$ cat src/verilog/ccc_target_cfg.svh
// ========================================
// Reset values and preamble codes for the CCC target
// Preamble codes are sent first bit first, MSB first
// ========================================
`ifndef CCC_TARGET_CFG_SVH
`define CCC_TARGET_CFG_SVH

// Register reset values
`define CCC_MWL_RST    16'h0100
`define CCC_MRL_RST    16'h0100
`define CCC_EVT_RST    8'h0B
`define CCC_RSTACT_RST 8'h00

// HDR-DDR word preambles
`define CCC_PRE_CMD    2'b01
`define CCC_PRE_DATA   2'b11

`endif

$ cat src/verilog/ccc_target_pkg.sv
// ========================================
// Shared types of the CCC target engine
// Direct codes reuse the broadcast register targets
// ========================================
package ccc_target_pkg;

  typedef enum logic [2:0] {
    RX_PREAMBLE = 3'd0,  // Two preamble bits
    RX_BYTE     = 3'd1,  // Eight data bits, MSB first
    RX_PARITY   = 3'd2,  // Two parity bits
    TX_ACK      = 3'd3   // One driven low slot
  } lane_mode_e;

  typedef enum logic [3:0] {
    IDLE        = 4'd0,
    PRE_CMD     = 4'd1,
    ACK         = 4'd2,
    CCC_CODE    = 4'd3,
    DEF_BYTE    = 4'd4,
    CMD_PARITY  = 4'd5,
    PRE_DATA    = 4'd6,
    DATA_HI     = 4'd7,
    DATA_LO     = 4'd8,
    DATA_PARITY = 4'd9
  } engine_state_e;

  typedef enum logic [7:0] {
    ENEC_BC    = 8'h00,
    DISEC_BC   = 8'h01,
    SETMWL_BC  = 8'h09,
    SETMRL_BC  = 8'h0A,
    RSTACT_BC  = 8'h2A,
    ENEC_DIR   = 8'h80,
    DISEC_DIR  = 8'h81,
    SETMWL_DIR = 8'h89,
    SETMRL_DIR = 8'h8A,
    RSTACT_DIR = 8'h9A
  } ccc_code_e;

  typedef enum logic [2:0] {
    REG_EVENT_SET = 3'd0,  // OR into event enables
    REG_EVENT_CLR = 3'd1,  // Clear event enables
    REG_MWL       = 3'd2,
    REG_MRL       = 3'd3,
    REG_RSTACT    = 3'd4
  } regf_addr_e;

  typedef struct packed {
    logic [1:0] preamble;  // Valid for RX_PREAMBLE
    logic [7:0] data;      // Valid for RX_BYTE
    logic [1:0] parity;    // Valid for RX_PARITY, first bit in [1]
  } lane_result_t;

  typedef struct packed {
    logic        wr_en;
    regf_addr_e  addr;
    logic [15:0] data;
  } regf_wr_t;

endpackage

$ cat src/verilog/ccc_regf.sv
// ========================================
// Single write port, outputs follow the write by one cycle
// ========================================
`timescale 1ns/10ps
`include "ccc_target_cfg.svh"

module ccc_regf (
  input  logic                     i_sys_clk,
  input  logic                     i_sys_rst,
  input  ccc_target_pkg::regf_wr_t i_wr,
  output logic [15:0]              o_mwl,
  output logic [15:0]              o_mrl,
  output logic [7:0]               o_event_en,
  output logic [7:0]               o_rst_action
);

  always_ff @(posedge i_sys_clk or negedge i_sys_rst) begin
    if (!i_sys_rst) begin
      o_mwl        <= `CCC_MWL_RST;
      o_mrl        <= `CCC_MRL_RST;
      o_event_en   <= `CCC_EVT_RST;
      o_rst_action <= `CCC_RSTACT_RST;
    end else if (i_wr.wr_en) begin
      case (i_wr.addr)
        ccc_target_pkg::REG_EVENT_SET: begin
          o_event_en <= o_event_en | i_wr.data[7:0];  // ENEC sets
        end
        ccc_target_pkg::REG_EVENT_CLR: begin
          o_event_en <= o_event_en & ~i_wr.data[7:0];  // DISEC clears
        end
        ccc_target_pkg::REG_MWL: begin
          o_mwl <= i_wr.data;
        end
        ccc_target_pkg::REG_MRL: begin
          o_mrl <= i_wr.data;
        end
        ccc_target_pkg::REG_RSTACT: begin
          o_rst_action <= i_wr.data[7:0];  // Defining byte only
        end
        default: ;
      endcase
    end
  end

endmodule

$ cat src/verilog/ccc_target_engine.sv
// ========================================
// A new frame needs i_engine_en low then high again
// After an abort the PHY must finish the frame's slots
// ========================================
`timescale 1ns/10ps
`include "ccc_target_cfg.svh"

module ccc_target_engine (
  input  logic                         i_sys_clk,
  input  logic                         i_sys_rst,
  input  logic                         i_engine_en,
  input  logic                         i_mode_done,
  input  ccc_target_pkg::lane_result_t i_result,
  output logic                         o_mode_start,
  output ccc_target_pkg::lane_mode_e   o_mode,
  output ccc_target_pkg::regf_wr_t     o_regf_wr,
  output logic                         o_engine_done
);

  ccc_target_pkg::engine_state_e state_q, state_d;
  ccc_target_pkg::regf_addr_e    addr_q;     // Target of decoded code
  ccc_target_pkg::regf_addr_e    code_addr;
  logic       has_data_q;                    // SETMWL or SETMRL
  logic       code_data;
  logic       code_ok;
  logic       lane_pend_q;                   // Lane mode still open
  logic       armed_q;                       // Enable went low since last frame
  logic [7:0] ccc_q;
  logic [7:0] def_q;
  logic [7:0] hi_q;
  logic [7:0] lo_q;

  // Upper bit covers odd bits, lower bit covers even bits inverted
  function automatic logic [1:0] parity_pair(input logic [15:0] word);
    parity_pair = {^(word & 16'hAAAA), ~^(word & 16'h5555)};
  endfunction

  // Code decode on the incoming CCC byte
  always_comb begin
    code_ok   = 1'b1;
    code_data = 1'b0;
    code_addr = ccc_target_pkg::REG_EVENT_SET;
    case (i_result.data)
      ccc_target_pkg::ENEC_BC, ccc_target_pkg::ENEC_DIR: begin
        code_addr = ccc_target_pkg::REG_EVENT_SET;
      end
      ccc_target_pkg::DISEC_BC, ccc_target_pkg::DISEC_DIR: begin
        code_addr = ccc_target_pkg::REG_EVENT_CLR;
      end
      ccc_target_pkg::SETMWL_BC, ccc_target_pkg::SETMWL_DIR: begin
        code_addr = ccc_target_pkg::REG_MWL;
        code_data = 1'b1;
      end
      ccc_target_pkg::SETMRL_BC, ccc_target_pkg::SETMRL_DIR: begin
        code_addr = ccc_target_pkg::REG_MRL;
        code_data = 1'b1;
      end
      ccc_target_pkg::RSTACT_BC, ccc_target_pkg::RSTACT_DIR: begin
        code_addr = ccc_target_pkg::REG_RSTACT;
      end
      default: code_ok = 1'b0;  // GET and unknown codes
    endcase
  end

  // Next state, lane requests and writes
  always_comb begin
    state_d       = state_q;
    o_mode_start  = 1'b0;
    o_mode        = ccc_target_pkg::RX_PREAMBLE;
    o_regf_wr     = '0;
    o_engine_done = 1'b0;
    if (state_q != ccc_target_pkg::IDLE && !i_engine_en) begin
      o_engine_done = 1'b1;  // Abort, nothing written
      state_d       = ccc_target_pkg::IDLE;
    end else begin
      case (state_q)
        ccc_target_pkg::IDLE: begin
          if (i_engine_en && armed_q && (!lane_pend_q || i_mode_done)) begin
            o_mode_start = 1'b1;
            state_d      = ccc_target_pkg::PRE_CMD;
          end
        end
        ccc_target_pkg::PRE_CMD: begin
          if (i_mode_done) begin
            if (i_result.preamble == `CCC_PRE_CMD) begin
              o_mode_start = 1'b1;
              o_mode       = ccc_target_pkg::TX_ACK;
              state_d      = ccc_target_pkg::ACK;
            end else begin
              o_engine_done = 1'b1;
              state_d       = ccc_target_pkg::IDLE;
            end
          end
        end
        ccc_target_pkg::ACK: begin
          if (i_mode_done) begin
            o_mode_start = 1'b1;
            o_mode       = ccc_target_pkg::RX_BYTE;
            state_d      = ccc_target_pkg::CCC_CODE;
          end
        end
        ccc_target_pkg::CCC_CODE: begin
          if (i_mode_done) begin
            if (code_ok) begin
              o_mode_start = 1'b1;
              o_mode       = ccc_target_pkg::RX_BYTE;
              state_d      = ccc_target_pkg::DEF_BYTE;
            end else begin
              o_engine_done = 1'b1;  // Unsupported code
              state_d       = ccc_target_pkg::IDLE;
            end
          end
        end
        ccc_target_pkg::DEF_BYTE: begin
          if (i_mode_done) begin
            o_mode_start = 1'b1;
            o_mode       = ccc_target_pkg::RX_PARITY;
            state_d      = ccc_target_pkg::CMD_PARITY;
          end
        end
        ccc_target_pkg::CMD_PARITY: begin
          if (i_mode_done) begin
            if (parity_pair({ccc_q, def_q}) != i_result.parity) begin
              o_engine_done = 1'b1;
              state_d       = ccc_target_pkg::IDLE;
            end else if (has_data_q) begin
              o_mode_start = 1'b1;
              state_d      = ccc_target_pkg::PRE_DATA;  // Data word follows
            end else begin
              o_regf_wr.wr_en = 1'b1;
              o_regf_wr.addr  = addr_q;
              o_regf_wr.data  = {8'h00, def_q};
              o_engine_done   = 1'b1;
              state_d         = ccc_target_pkg::IDLE;
            end
          end
        end
        ccc_target_pkg::PRE_DATA: begin
          if (i_mode_done) begin
            if (i_result.preamble == `CCC_PRE_DATA) begin
              o_mode_start = 1'b1;
              o_mode       = ccc_target_pkg::RX_BYTE;
              state_d      = ccc_target_pkg::DATA_HI;
            end else begin
              o_engine_done = 1'b1;
              state_d       = ccc_target_pkg::IDLE;
            end
          end
        end
        ccc_target_pkg::DATA_HI: begin
          if (i_mode_done) begin
            o_mode_start = 1'b1;
            o_mode       = ccc_target_pkg::RX_BYTE;
            state_d      = ccc_target_pkg::DATA_LO;
          end
        end
        ccc_target_pkg::DATA_LO: begin
          if (i_mode_done) begin
            o_mode_start = 1'b1;
            o_mode       = ccc_target_pkg::RX_PARITY;
            state_d      = ccc_target_pkg::DATA_PARITY;
          end
        end
        ccc_target_pkg::DATA_PARITY: begin
          if (i_mode_done) begin
            if (parity_pair({hi_q, lo_q}) == i_result.parity) begin
              o_regf_wr.wr_en = 1'b1;
              o_regf_wr.addr  = addr_q;
              o_regf_wr.data  = {hi_q, lo_q};  // MSB byte first on the wire
            end
            o_engine_done = 1'b1;
            state_d       = ccc_target_pkg::IDLE;
          end
        end
        default: state_d = ccc_target_pkg::IDLE;
      endcase
    end
  end

  always_ff @(posedge i_sys_clk or negedge i_sys_rst) begin
    if (!i_sys_rst) begin
      state_q     <= ccc_target_pkg::IDLE;
      lane_pend_q <= 1'b0;
      armed_q     <= 1'b1;
    end else begin
      state_q <= state_d;
      if (o_mode_start) begin
        lane_pend_q <= 1'b1;
      end else if (i_mode_done) begin
        lane_pend_q <= 1'b0;
      end
      if (!i_engine_en) begin
        armed_q <= 1'b1;  // Ready for the next frame
      end else if (state_q == ccc_target_pkg::IDLE && o_mode_start) begin
        armed_q <= 1'b0;
      end
    end
  end

  // Frame payload, captured on each lane done
  always_ff @(posedge i_sys_clk) begin
    if (i_mode_done) begin
      case (state_q)
        ccc_target_pkg::CCC_CODE: begin
          ccc_q      <= i_result.data;
          addr_q     <= code_addr;
          has_data_q <= code_data;
        end
        ccc_target_pkg::DEF_BYTE: def_q <= i_result.data;
        ccc_target_pkg::DATA_HI:  hi_q  <= i_result.data;
        ccc_target_pkg::DATA_LO:  lo_q  <= i_result.data;
        default: ;
      endcase
    end
  end

  // Every write closes its frame
  a_wr_with_done: assert property (@(posedge i_sys_clk) disable iff (!i_sys_rst)
    o_regf_wr.wr_en |-> o_engine_done ##1 (state_q == ccc_target_pkg::IDLE))
    else $error("register write outside frame end");

endmodule

$ cat src/verilog/ccc_target_top.sv
// ========================================
// CCC target: lane, frame engine, register file
// ========================================
`timescale 1ns/10ps

module ccc_target_top (
  input  logic        i_sys_clk,
  input  logic        i_sys_rst,
  input  logic        i_engine_en,
  input  logic        i_bit_vld,
  input  logic        i_sda_bit,
  output logic        o_sda_oe,
  output logic        o_sda_out,
  output logic        o_engine_done,
  output logic [15:0] o_mwl,
  output logic [15:0] o_mrl,
  output logic [7:0]  o_event_en,
  output logic [7:0]  o_rst_action
);

  ccc_target_pkg::lane_mode_e   lane_mode;
  ccc_target_pkg::lane_result_t lane_result;
  ccc_target_pkg::regf_wr_t     regf_wr;
  logic                         lane_start;
  logic                         lane_done;

  ddr_lane_ctrl u_lane (
    .i_sys_clk    (i_sys_clk),
    .i_sys_rst    (i_sys_rst),
    .i_bit_vld    (i_bit_vld),
    .i_sda_bit    (i_sda_bit),
    .i_mode_start (lane_start),
    .i_mode       (lane_mode),
    .o_mode_done  (lane_done),
    .o_result     (lane_result),
    .o_sda_oe     (o_sda_oe),
    .o_sda_out    (o_sda_out)
  );

  ccc_target_engine u_engine (
    .i_sys_clk     (i_sys_clk),
    .i_sys_rst     (i_sys_rst),
    .i_engine_en   (i_engine_en),
    .i_mode_done   (lane_done),
    .i_result      (lane_result),
    .o_mode_start  (lane_start),
    .o_mode        (lane_mode),
    .o_regf_wr     (regf_wr),
    .o_engine_done (o_engine_done)
  );

  ccc_regf u_regf (
    .i_sys_clk    (i_sys_clk),
    .i_sys_rst    (i_sys_rst),
    .i_wr         (regf_wr),
    .o_mwl        (o_mwl),
    .o_mrl        (o_mrl),
    .o_event_en   (o_event_en),
    .o_rst_action (o_rst_action)
  );

endmodule

$ cat src/verilog/ddr_lane_ctrl.sv
// ========================================
// Strobes must be at least 3 cycles apart
// Strobes while idle are ignored; no parity check here
// ========================================
`timescale 1ns/10ps

module ddr_lane_ctrl (
  input  logic                         i_sys_clk,
  input  logic                         i_sys_rst,
  input  logic                         i_bit_vld,
  input  logic                         i_sda_bit,
  input  logic                         i_mode_start,
  input  ccc_target_pkg::lane_mode_e   i_mode,
  output logic                         o_mode_done,
  output ccc_target_pkg::lane_result_t o_result,
  output logic                         o_sda_oe,
  output logic                         o_sda_out
);

  ccc_target_pkg::lane_mode_e mode_q;  // Mode being served
  logic       busy_q;                  // Mode in progress
  logic [2:0] bit_cnt_q;               // Slots taken so far
  logic [2:0] last_idx;                // Index of final slot
  logic [7:0] shift_q;                 // Deserializer
  logic       last_bit;
  logic       rx_mode;

  // Final slot index per mode
  always_comb begin
    case (mode_q)
      ccc_target_pkg::RX_PREAMBLE: last_idx = 3'd1;
      ccc_target_pkg::RX_BYTE:     last_idx = 3'd7;
      ccc_target_pkg::RX_PARITY:   last_idx = 3'd1;
      default:                     last_idx = 3'd0;  // TX_ACK is one slot
    endcase
  end

  assign last_bit = busy_q && i_bit_vld && (bit_cnt_q == last_idx);
  assign rx_mode  = (mode_q != ccc_target_pkg::TX_ACK);

  always_ff @(posedge i_sys_clk or negedge i_sys_rst) begin
    if (!i_sys_rst) begin
      busy_q      <= 1'b0;
      mode_q      <= ccc_target_pkg::RX_PREAMBLE;
      bit_cnt_q   <= 3'd0;
      o_mode_done <= 1'b0;
      o_sda_oe    <= 1'b0;
    end else begin
      o_mode_done <= last_bit;  // One cycle after final strobe
      if (i_mode_start) begin
        busy_q    <= 1'b1;
        mode_q    <= i_mode;
        bit_cnt_q <= 3'd0;
        o_sda_oe  <= (i_mode == ccc_target_pkg::TX_ACK);  // Drive from next cycle
      end else if (busy_q && i_bit_vld) begin
        bit_cnt_q <= bit_cnt_q + 3'd1;
        if (last_bit) begin
          busy_q   <= 1'b0;
          o_sda_oe <= 1'b0;  // Release after ack slot
        end
      end
    end
  end

  // First received bit ends up as MSB
  always_ff @(posedge i_sys_clk) begin
    if (busy_q && i_bit_vld && rx_mode) begin
      shift_q <= {shift_q[6:0], i_sda_bit};
    end
  end

  assign o_sda_out = ~o_sda_oe;  // Low during ack, idle high otherwise

  // Pack only the field of the mode that ended
  always_comb begin
    o_result = '0;
    case (mode_q)
      ccc_target_pkg::RX_PREAMBLE: o_result.preamble = shift_q[1:0];
      ccc_target_pkg::RX_BYTE:     o_result.data     = shift_q;
      ccc_target_pkg::RX_PARITY:   o_result.parity   = shift_q[1:0];
      default:                     o_result          = '0;
    endcase
  end

  // Engine must wait for done before the next start
  a_no_start_busy: assert property (@(posedge i_sys_clk) disable iff (!i_sys_rst)
    i_mode_start |-> !busy_q)
    else $error("lane start while busy");

  // SDA is only ever driven for the ack slot
  a_oe_only_ack: assert property (@(posedge i_sys_clk) disable iff (!i_sys_rst)
    o_sda_oe |-> (busy_q && mode_q == ccc_target_pkg::TX_ACK))
    else $error("SDA driven outside TX_ACK");

endmodule
$ cat config.mk
export PLATFORM = sky130hd
export DESIGN_NAME = ccc_target_top
export DESIGN_NICKNAME = d
export VERILOG_FILES = /design/src/verilog/ccc_target_pkg.sv /design/src/verilog/ccc_regf.sv /design/src/verilog/ccc_target_engine.sv /design/src/verilog/ccc_target_top.sv /design/src/verilog/ddr_lane_ctrl.sv
export VERILOG_INCLUDE_DIRS = /design/src /design/src/verilog
export SDC_FILE = /design/constraint.sdc
export NUM_CORES = 1
export LEC_CHECK = 0
export ABC_AREA = 1
export BUFFER_PORTS_ARGS = -buffer_cell sky130_fd_sc_hd__buf_2
export CORE_MARGIN = 2
export CORE_UTILIZATION = 25
export CTS_CLUSTER_SIZE = 40
export DETAILED_ROUTE_END_ITERATION = 6
export GPL_TIMING_DRIVEN = 0
export PLACE_DENSITY = 0.4
export SLEW_MARGIN = 20
export SYNTH_ARGS = -nofsm -noshare
export SYNTH_HDL_FRONTEND = slang
export SYNTH_SLANG_ARGS = --single-unit
$ cat constraint.sdc
create_clock -name i_sys_clk -period 1.9 [get_ports i_sys_clk]
set_input_delay 0.38 -clock i_sys_clk [delete_from_list [all_inputs] [get_ports i_sys_clk]]
set_output_delay 0.38 -clock i_sys_clk [all_outputs]
set_load 0.005 [all_outputs]
---- Yosys cells after proc, flatten, opt, wreduce, memory -nomap -nowiden ----
Index checks and enable logic that the tools add are counted.
operators by class
  $add $sub $neg .......................... 1
  equality and inequality tests ........... 42
  multiplexer cells ....................... 76
  bitwise gates (word level) .............. 4
  reduce and logical (&&, ||, !) cells .... 43
operators with widths
  operator                                                                count
  20-bit 2-to-1 mux                                                       6
  4-bit 2-to-1 mux                                                        12
  8-bit equality test (second input constant)                             5
  20-bit case mux with 2 select lines                                     1
  4-bit case mux with 10 select lines                                     1
  1-bit 2-to-1 mux                                                        35
  16-bit XNOR reduction                                                   2
  16-bit XOR reduction                                                    2
  3-bit by 2-bit != test with 1-bit output (second input constant)        10
  3-bit 2-to-1 mux                                                        9
  2-bit AND reduction                                                     9
  4-bit by 3-bit equality test with 1-bit output (second input constant)  4
  8-bit by 4-bit equality test with 1-bit output (second input constant)  2
  8-bit case mux with 2 select lines                                      1
  3-bit case mux with 5 select lines                                      1
  2-bit OR reduction                                                      7
  3-bit by 2-bit equality test with 1-bit output (second input constant)  4
  3-bit case mux with 4 select lines                                      1
  2-bit 2-to-1 mux                                                        5
  10-bit AND reduction                                                    1
  10-bit OR reduction                                                     1
  8-bit bitwise AND                                                       1
  4-bit by 2-bit equality test with 1-bit output (second input constant)  2
  4-bit equality test (second input constant)                             2
  other kinds (29)                                                        42
word-level totals
  flip-flop bits (word level) ............. 107
  word-level logic and storage cells ...... 185

---- Logic depth before layout (Yosys ltp) ----
Gate-level depths: netlist of run 1.
  depth in word-level cells ............... 12
  mapped depth ............................ 18

---- Hierarchy ----
Synthesis of run 1 repeated with hierarchy kept, for this count alone.
second synthesis, totals
  cells, all modules ...................... 642
  area total of the unflattened synthesis .. 5,454.0 um^2
by module, submodules not included
  module             instances  cells an instance  area each (um^2)  seq. area each (um^2)
  ccc_target_engine  1          331                2,643.8           1,232.4
  ccc_regf           1          226                2,029.4           1,207.4
  ddr_lane_ctrl      1          85                 780.7             465.4

---- Least setup slack after synthesis of run 1 ----
No wires, ideal clock.
  path type ............................... reg2reg
  start point ............................. reg u_lane.mode_q[0]
  end point ............................... reg (tool-made name)
  arrival time ............................ 1.881 ns
  required time ........................... 1.787 ns
  slack ................................... -0.093 ns
  cell stages (with the launch flop) ...... 17
  buffers on the path ..................... 2
  clock period less this slack ............ 1.993 ns
  cell sequence ........................... dfrtp_1 > buf_6 > inv_2 > nand3_2 > xor2_1 > or2_1 > nand2_1 > nand2_2 > nand2_4 > nand3_4 > nand2_4 > nand2_4 > buf_6 > nor2_1 > nand2_1 > nand2_1 > inv_1
RTL lines
  what                    line                 RTL
  from (decl)             ddr_lane_ctrl.sv:20  ccc_target_pkg::lane_mode_e mode_q;
  from (signal assigned)  ddr_lane_ctrl.sv:44  mode_q <= ccc_target_pkg::RX_PREAMBLE;
  from (signal assigned)  ddr_lane_ctrl.sv:52  mode_q <= i_mode;

---- Final worst setup path of run 1 ----
  start point ............................. reg u_lane.mode_q[1]
  end point ............................... out o_engine_done
between the ends
  cells in the longest elaborated chain, start to end .. 9
  elaborated cells on any way between the ends .. 31
  those cells by class .................... 14 x eq/ne; 14 x mux; 3 x reduce/logical
ends and longest elaborated chain
  what                                               line                      RTL
  3-bit by 1-bit equality test with 1-bit output     ddr_lane_ctrl.sv:77       case (mode_q)
  8-bit 2-to-1 mux                                   ddr_lane_ctrl.sv:77
  8-bit equality test, or another cell as far along  ccc_target_engine.sv:43   case (i_result.data)
  10-bit OR reduction (no source line)               -
  1-bit 2-to-1 mux                                   ccc_target_engine.sv:43
  1-bit 2-to-1 mux                                   ccc_target_engine.sv:104  if (code_ok) begin
  1-bit 2-to-1 mux                                   ccc_target_engine.sv:103  if (i_mode_done) begin
  1-bit case mux with 5 select lines *               ccc_target_engine.sv:76   case (state_q)
  1-bit 2-to-1 mux *                                 ccc_target_engine.sv:72   if (state_q != ccc_target_pkg::IDLE && !i_engine_en) begin
  to (decl)                                          ccc_target_top.sv:14      output logic o_engine_done,
Mark *: on every way between the ends. The rest lies on a longest branch, timed or not.

==> run summary, run 1 <==
The flow ran to the end, but the final reports show violations. The final reports fail on negative setup slack. The transition time at the pin with the least slew margin came out at 0.7633 ns.

The routability-driven placement congestion ratio came out at 0.8835. The share of the Yosys chip area taken by registers is 0.5481. The starting density of the core came out at 0.2524. The met2 usage in global routing is 0.2129. The required time reported for the critical path endpoint is 1.52 ns. The number of antenna violations at the first check in global routing is 0. In the layout the commonest cells are nand2_1, inv_1, dfrtp_1. After clock tree synthesis, the clock-pin slew on the worst setup and hold paths is 0.07 ns. The simple-gate share of the synthesized area came out at 0.2729. The pre-CTS setup slack is -0.6391 ns.

Counting stages on the worst path, the most repeated cell is nor2_1. The final cycle utilization of the critical path came out at 1.307. The area of the placeable core came out at 20820 um2. STA classifies the critical path startpoint as a register.

The dominant combinational cell family by area after synthesis is simple AND/OR/NAND/NOR gates. The global-route wire length before repair came out at 22.00 mm. The portion of synthesized area spent on multiplexers is 0. In the synthesized netlist, the number of instances is 592. The largest clock skew in the final design is 0.006561 ns. The type of the most critical hold path is in2reg. The via-per-instance ratio came out at 4.355. The commonest non-fill, non-tap cell in the layout is nand2_1. Counting every sink on the clock net gives 106. The number of flip-flops and latches in the synthesized netlist is 106. Input and output buffers added on the ports amount to 55. The power density relative to cell area came out at 951.3 nW/um2.

The share of the core filled with cells came out at 0.3322. The worst setup path is of the reg2out kind. The top achievable clock speed came out at 402.8 MHz. Traced cell by cell, the critical path runs through inv_4 -> nand2_8 -> nor3_4 -> nand2_1 -> nor2_1 -> nand2_2 -> nand3_2 -> nor2_1 -> nor2_1 -> nand2_1 -> nand4_1 -> nand3b_1 -> buf_2. The via count of the first global-routing pass is 4306. The post-synthesis share of cell area spent on full adders, half adders and majority gates came out at 0.002381.

The final wirelength is 13.74 mm. The TritonCTS clock tree is built. The number of antenna cells inserted is 0. The clock latency of the later-clocked register in the worst-skew pair came out at 0.36 ns. The synthesized-area fraction occupied by xor and xnor cells is 0.02833. The post-synthesis compound-gate area fraction is 0.07381.

The time the final worst path needs with I/O delays and setup is 2.482 ns. The sum of net half-perimeters after detailed placement came out at 9.831 mm. The CTS buffer count is 9. In this run the clock root is driven by a clkbuf_16. The endpoint type of the worst setup path is an output port.

Setup violations remaining at the end of the flow were counted as 58. met2 is the most crowded layer. The max-capacitance violation count came out at 0. In the routed design, unresolved DRC markers number 0. The first-pass detailed-route iteration total came out at 5. The worst relative slew slack came out at 0.4911. The post-synthesis instance area is 5255 um2. For the worst setup path, the data arrival time is 2.10 ns. The floorplan die height is 149.0 um. The clock passes through at most 2 buffers. The die footprint is 22200 um2. The count of distinct cell types in the synthesized netlist came out at 38. In this run the core area contains 53 standard-cell rows. The area growth from synthesis to layout is 31.64%. The number of hold violations in the final report came to 0. The remaining global-route overflow came out at 0. In the final routed layout, each cell accounts on average for 13.91 um. The post-layout worst setup margin is -0.5825 ns. The global-route usage over all layers came out at 0.1295.

The number of nets in the layout is 714. In this run the worst path has a maximum fanout of 9. The die is 149.0 um wide.

Setup repair after global routing could not meet its margin everywhere. The I/O pin count is 56. The final max-slew violation count came out at 0. The net count after synthesis came out at 598. Yosys printed 0 warnings.

The share of cells above drive strength 1 is 0.2973. The number of DRC markers in iteration 0 is 175. The count of antenna-violating nets left after detailed routing came out at 0. The delay of the slowest critical-path stage is 0.47 ns. The slowest stage cell on the critical path is dfrtp_2. The static leakage power came out at 3.194 nW. The met1 usage is 0.1688. The largest voltage drop on the vdd net is 0.4900 mV. The total number of vias came out at 4303. The pin count of the biggest net entering global routing is 44. The met3 global-route usage came out at 0.03028. The average footprint of a synthesized cell came out at 8.877 um2. The number of levels in the clock H-tree is 3.
[registers in the layout (all words and copies together), names as in the netlist, named ones only]
register,count
u_lane.bit_cnt_q,3
u_engine.armed_q,1
u_regf.o_mrl,16
u_engine.addr_q,3
u_engine.has_data_q,1
u_engine.lane_pend_q,1
u_regf.o_rst_action,8
u_lane.o_mode_done,1
u_engine.lo_q,8
u_engine.ccc_q,8
u_engine.state_q,4
u_engine.hi_q,8
u_lane.busy_q,1
u_regf.o_mwl,16
u_lane.mode_q,2
u_lane.o_sda_oe,1
u_lane.shift_q,8
u_engine.def_q,8
[layout make-up]
class	instances	area [um2]
plain buffers	10	110.1
clock buffers	9	225.2
clock inverters	7	75.07
fillers	2211	13900
inverters	78	304.0
multi-input cells	399	2240
flip-flops and latches	106	2882
well taps	275	344.1
repair buffers	104	738.2
[timing repair]
item                                    CTS  global route
cloned                                    3             0
setup buffers                            43             7
pin swaps                                20            10
endpoints found under the setup margin   79            97
hold endpoints to repair                 17             0
hold buffers                              1             0
gates resized for setup                  62            24
[power by group]
group          internal, W  switching (W)
Combinational     0.000841        0.00110
Sequential         0.00259       0.000138
Clock              0.00104       0.000882
Total              0.00447        0.00212
[critical path, delay by kind of cell, from the launching register on]
kind	cells	cell delay, ns
buffers and inverters	2	0.24
AND/OR/NAND/NOR	11	1.02
flip-flops	1	0.47
[logic make-up (layout without fill, tap and decap cells)]
logic type | after synthesis | in the layout
XOR/XNOR | 17 | 17
buffers and inverters | 88 | 208
AO/OA/AOI/OAI | 67 | 67
AND/OR/NAND/NOR | 313 | 314
flip-flops | 106 | 106
adder cells (fa/ha/maj) | 1 | 1
[cell usage after synthesis]
cell	instances	share of area
nor3_2	1	0.0019
or2_1	2	0.0024
buf_6	5	0.011
nand3_1	29	0.028
nor2_2	4	0.0048
xor2_1	6	0.010
a211oi_1	1	0.0014
nor2_1	45	0.032
inv_2	6	0.0043
dfstp_2	6	0.030
nand3_4	1	0.0033
nand4_1	20	0.024
nand2_2	5	0.0060
ha_1	1	0.0024
o211ai_1	3	0.0043
inv_1	70	0.050
o21bai_1	8	0.011
clkinv_1	2	0.0014
o21ai_1	20	0.019
nand3_2	2	0.0038
a21oi_1	4	0.0038
o21ai_0	25	0.024
edfxtp_1	44	0.25
nand2_4	3	0.0064
o21ai_2	4	0.0067
dfrtp_1	56	0.27
nand4_4	2	0.0081
clkbuf_8	2	0.0052
nand3b_1	2	0.0029
o41ai_1	1	0.0017
nor2_4	3	0.0064
buf_2	3	0.0029
nor3_1	8	0.0076
nor4_1	1	0.0012
xnor2_1	11	0.018
o221ai_1	1	0.0017
nand2_1	184	0.13
nor3_4	1	0.0031
[metrics by stage]
stage / power (W) / cell area (um2) / std cells / hold WS (ns) / TNS [ns]
finish: 0.006581 / 6918 / 988 / 0.1977 / -16.33
global route: 0.006981 / 6918 / 988 / 0.1849 / -28.91
CTS: 0.006503 / 6770 / 982 / 0.1828 / -20.57
detailed placement: 0.003920 / 5921 / 923 / 0.2844 / -29.76
global placement: 0.003892 / 5891 / 922 / 0.4431 / -29.23
floorplan: 0.003561 / 5271 / 592 / 0.08441 / -1.963
[layer usage]
metal  wire (um)  vias to the layer above
li1            -                     2160
met1        6262                     2038
met2        6550                       81
met3         656                       24
met4         268                        0
met5           0                        -
[path summary, 6_finish.rpt]
path                                              start                           end  slack (ns)  depth (start not counted)
min                                           i_sda_bit   u_lane.shift_q[0]$_DFFE_PP_        0.20                          1
max in group asynchronous                     i_sys_rst  u_engine.armed_q$_DFFE_PN1P_        0.89                          3
max reg2reg                u_lane.mode_q[0]$_DFFE_PN0P_  u_lane.mode_q[0]$_DFFE_PN0P_       -0.48                         20
max                        u_lane.mode_q[1]$_DFFE_PN0P_                 o_engine_done       -0.58                         13
min reg2reg                u_engine.armed_q$_DFFE_PN1P_  u_engine.armed_q$_DFFE_PN1P_        0.47                          2
min in group asynchronous                     i_sys_rst   u_regf.o_mrl[7]$_DFFE_PN0P_        0.44                          2
Power figures use the tool's default switching activity.
==> inputs of run 2 (changes only) <==
--- a/config.mk
+++ b/config.mk
@@ -10,10 +10,10 @@
 export BUFFER_PORTS_ARGS = -buffer_cell sky130_fd_sc_hd__buf_2
 export CORE_MARGIN = 2
 export CORE_UTILIZATION = 25
-export CTS_CLUSTER_SIZE = 40
 export DETAILED_ROUTE_END_ITERATION = 6
 export GPL_TIMING_DRIVEN = 0
 export PLACE_DENSITY = 0.4
+export SKIP_CTS_REPAIR_TIMING = 1
 export SLEW_MARGIN = 20
 export SYNTH_ARGS = -nofsm -noshare
 export SYNTH_HDL_FRONTEND = slang
==> run summary, run 2 (synthesized netlist as in run 1, its figures left out) <==
The flow ran to the end, but the final reports show violations. The final reports fail on negative setup slack. The site row count was 53 (unchanged). The final wirelength came out at 13.79 mm (+0.35%). The time the final worst path needs with I/O delays and setup was 2.498 ns (+0.01599 ns). Leaving out fill and tap cells, the most frequent cell in the layout is nand2_1.

The worst setup slack for register-to-register paths came to -0.57 ns (-0.09 ns). The clock-pin slew of the registers on the worst-case setup and hold paths came out at 0.07 ns (about the same). The total number of vias is 4337 (+0.79%). The number of nets in the layout came to 712 (-0.28%). The area used by multi-input combinational logic is 2384 um2 (+6.4%).

The CTS buffer count is 9 (unchanged). Setup repair after global routing could not meet its margin everywhere. The pin count of the biggest net entering global routing is 44 (unchanged). The number of input and output port buffers inserted was 55 (unchanged). The instance area after placement is 5921 um2 (unchanged).

The highest fanout seen on the critical path came out at 5 (-4). The clock latency of the later-clocked register in the worst-skew pair came out at 0.35 ns (about the same). Traced cell by cell, the critical path runs through inv_4 -> nand2_8 -> nor3_4 -> nand2_1 -> nor2_1 -> nand2_2 -> nand3_2 -> nor2_1 -> nor2_1 -> nand2_2 -> nand4_1 -> nand3b_1 -> buf_2. The starting density of the core came out at 0.2524 (unchanged). The floorplan die height came out at 149.0 um (unchanged). The average detailed-routed wire length per instance is 13.98 um (+0.55%).

STA classifies the critical path endpoint as an output port. The final max-slew violation count came out at 0 (unchanged). The via-per-instance ratio came out at 4.399 (+0.99%). The post-layout worst setup margin came out at -0.5985 ns (-0.01599 ns). The routability-driven placement congestion ratio came out at 0.8835 (unchanged).

The clock sink total came out at 106 (unchanged). The worst relative slew slack was 0.4624 (-0.02875). Grouping stages by cell kind, the critical path spends the most delay in simple AND/OR/NAND/NOR gates. The global-route wire length before repair came out at 21.07 mm (-4.2%). The top achievable clock speed came out at 400.2 MHz (-0.64%). The accumulated negative setup slack is -28.34 ns (-12.02 ns). The number of antenna cells inserted is 0 (unchanged). The area growth from synthesis to layout is 34.98%. The number of DRC markers in iteration 0 came out at 201 (+15%). The root buffer cell chosen for the clock tree is clkbuf_16. The total buffers and inverters traversed by the critical path is 2 (unchanged). The count of antenna-violating nets left after detailed routing is 0 (unchanged). The largest registers in the layout are u_regf.o_mrl: 16 flops, u_regf.o_mwl: 16 flops.

The pre-CTS setup slack came to -0.6391 ns (unchanged). The data arrival time of the critical path is 2.12 ns (+0.02 ns). The area of the placeable core came out at 20820 um2 (unchanged). The largest voltage drop on the vdd net came out at 0.4501 mV (-8.1%).

The type of the most critical hold path is in2reg. The post-detailed-route DRC marker count came out at 0 (unchanged). The delay of the slowest critical-path stage was 0.47 ns (about the same). The sum of net half-perimeters after detailed placement is 9.831 mm (unchanged). The transition time at the pin with the least slew margin is 0.8035 ns (+0.04016 ns).

The number of levels in the clock H-tree came to 3 (unchanged). The sequential cell area in the final layout came out at 2883 um2 (about the same). The largest individual stage delay along the critical path comes from the cell dfrtp_2. The overall power came out at 0.006331 W (-3.8%). The TritonCTS clock tree is built. The remaining global-route overflow was 0 (unchanged). The final cycle utilization of the critical path is 1.315 (+0.008418).

The via count of the first global-routing pass came out at 4042 (-6.1%). The worst hold margin is 0.2046 ns (+0.006852 ns). The setup-violating endpoint count in the final report came to 85 (+47%). The first-pass detailed-route iteration total is 4 (-1). The chip width is 149.0 um (unchanged). The share of cells above drive strength 1 is 0.3530 (+0.05569). The required time reported for the critical path endpoint came out at 1.52 ns (about the same).

The number of antenna violations at the first check in global routing is 0 (unchanged). The max-capacitance violation count is 0 (unchanged). The setup path with the least slack is of type reg2out.

The final non-filler cell area came out at 7093 um2 (+2.5%). The number of hold violations in the final report came to 0 (unchanged). The fill cell instance count of the final layout came out at 2191 (-0.90%). The top cell types in the final layout, fill and taps aside, are nand2_1, inv_1, dfrtp_1, buf_2, edfxtp_1. The global-route usage over all layers is 0.1245 (-0.004973). The worst setup path is launched from a register. The number of buffers on the longest clock path came out at 2 (unchanged). The largest clock skew in the final design came out at 0.008289 ns (+0.001728 ns). The power density relative to cell area was 892.6 nW/um2 (-6.2%).

The I/O pin count came out at 56 (unchanged). The die footprint came to 22200 um2 (unchanged). The most numerous cell type found on the critical path is nor2_1. The static leakage power was 3.246 nW (+1.6%).
[run 2: report_power, final]
part           leakage, nW  switching [W]  total (W)  internal (W)
sequential            1.19       0.000135    0.00272       0.00259
clock                0.154       0.000866    0.00190       0.00104
combinational         1.90        0.00102    0.00170      0.000688
total                 3.25        0.00202    0.00633       0.00431
[run 2: area by class of cell]
cell class / count / area share
clock buffers: 9 / 0.03175
inverters: 78 / 0.04304
flip-flops and latches: 106 / 0.4064
clock inverters: 7 / 0.01058
plain buffers: 10 / 0.01764
multi-input cells: 399 / 0.3360
well taps: 275 / 0.04851
repair buffers: 102 / 0.1060
[run 2: metrics by stage]
step	cells	util
detailed placement	923	0.2843
floorplan	592	-
global placement	922	0.2829
CTS	939	0.2988
global route	986	0.3406
finish	986	0.3406
[run 2: final timing paths]
kind / endpoint / cells past startpoint / from
setup reg to reg: u_regf.o_mrl[15]$_DFFE_PN0P_ / 14 / u_lane.mode_q[1]$_DFFE_PN0P_
hold / removal: u_lane.shift_q[0]$_DFFE_PP_ / 1 / i_sda_bit
min in group asynchronous: u_regf.o_mrl[7]$_DFFE_PN0P_ / 2 / i_sys_rst
max in group asynchronous: u_engine.armed_q$_DFFE_PN1P_ / 3 / i_sys_rst
hold reg to reg: u_engine.armed_q$_DFFE_PN1P_ / 2 / u_engine.armed_q$_DFFE_PN1P_
setup / recovery: o_engine_done / 13 / u_lane.mode_q[1]$_DFFE_PN0P_
[run 2: worst register-to-register path, cell delays in order (launching register included)]
cell and delay (ns):
dfrtp_2 0.45, inv_4 0.07, buf_6 0.12, nor3_4 0.30
buf_4 0.17, buf_6 0.08, or2_1 0.12, nand3_2 0.12
nand2_4 0.14, nand3_4 0.12, nand2_8 0.16, nand3_4 0.18
clkbuf_16 0.23, nand2_2 0.06, o21ai_2 0.04
[run 2: routing by layer]
metal  vias to the layer above  GRT usage  wire [um]  part of all wire
met3                        10    0.03456        631             0.046
met1                      2085     0.1653       6316              0.46
li1                       2160          -          -                 -
met2                        82     0.2016       6720              0.49
met5                         -          0          0                 0
met4                         0    0.03048        119            0.0086
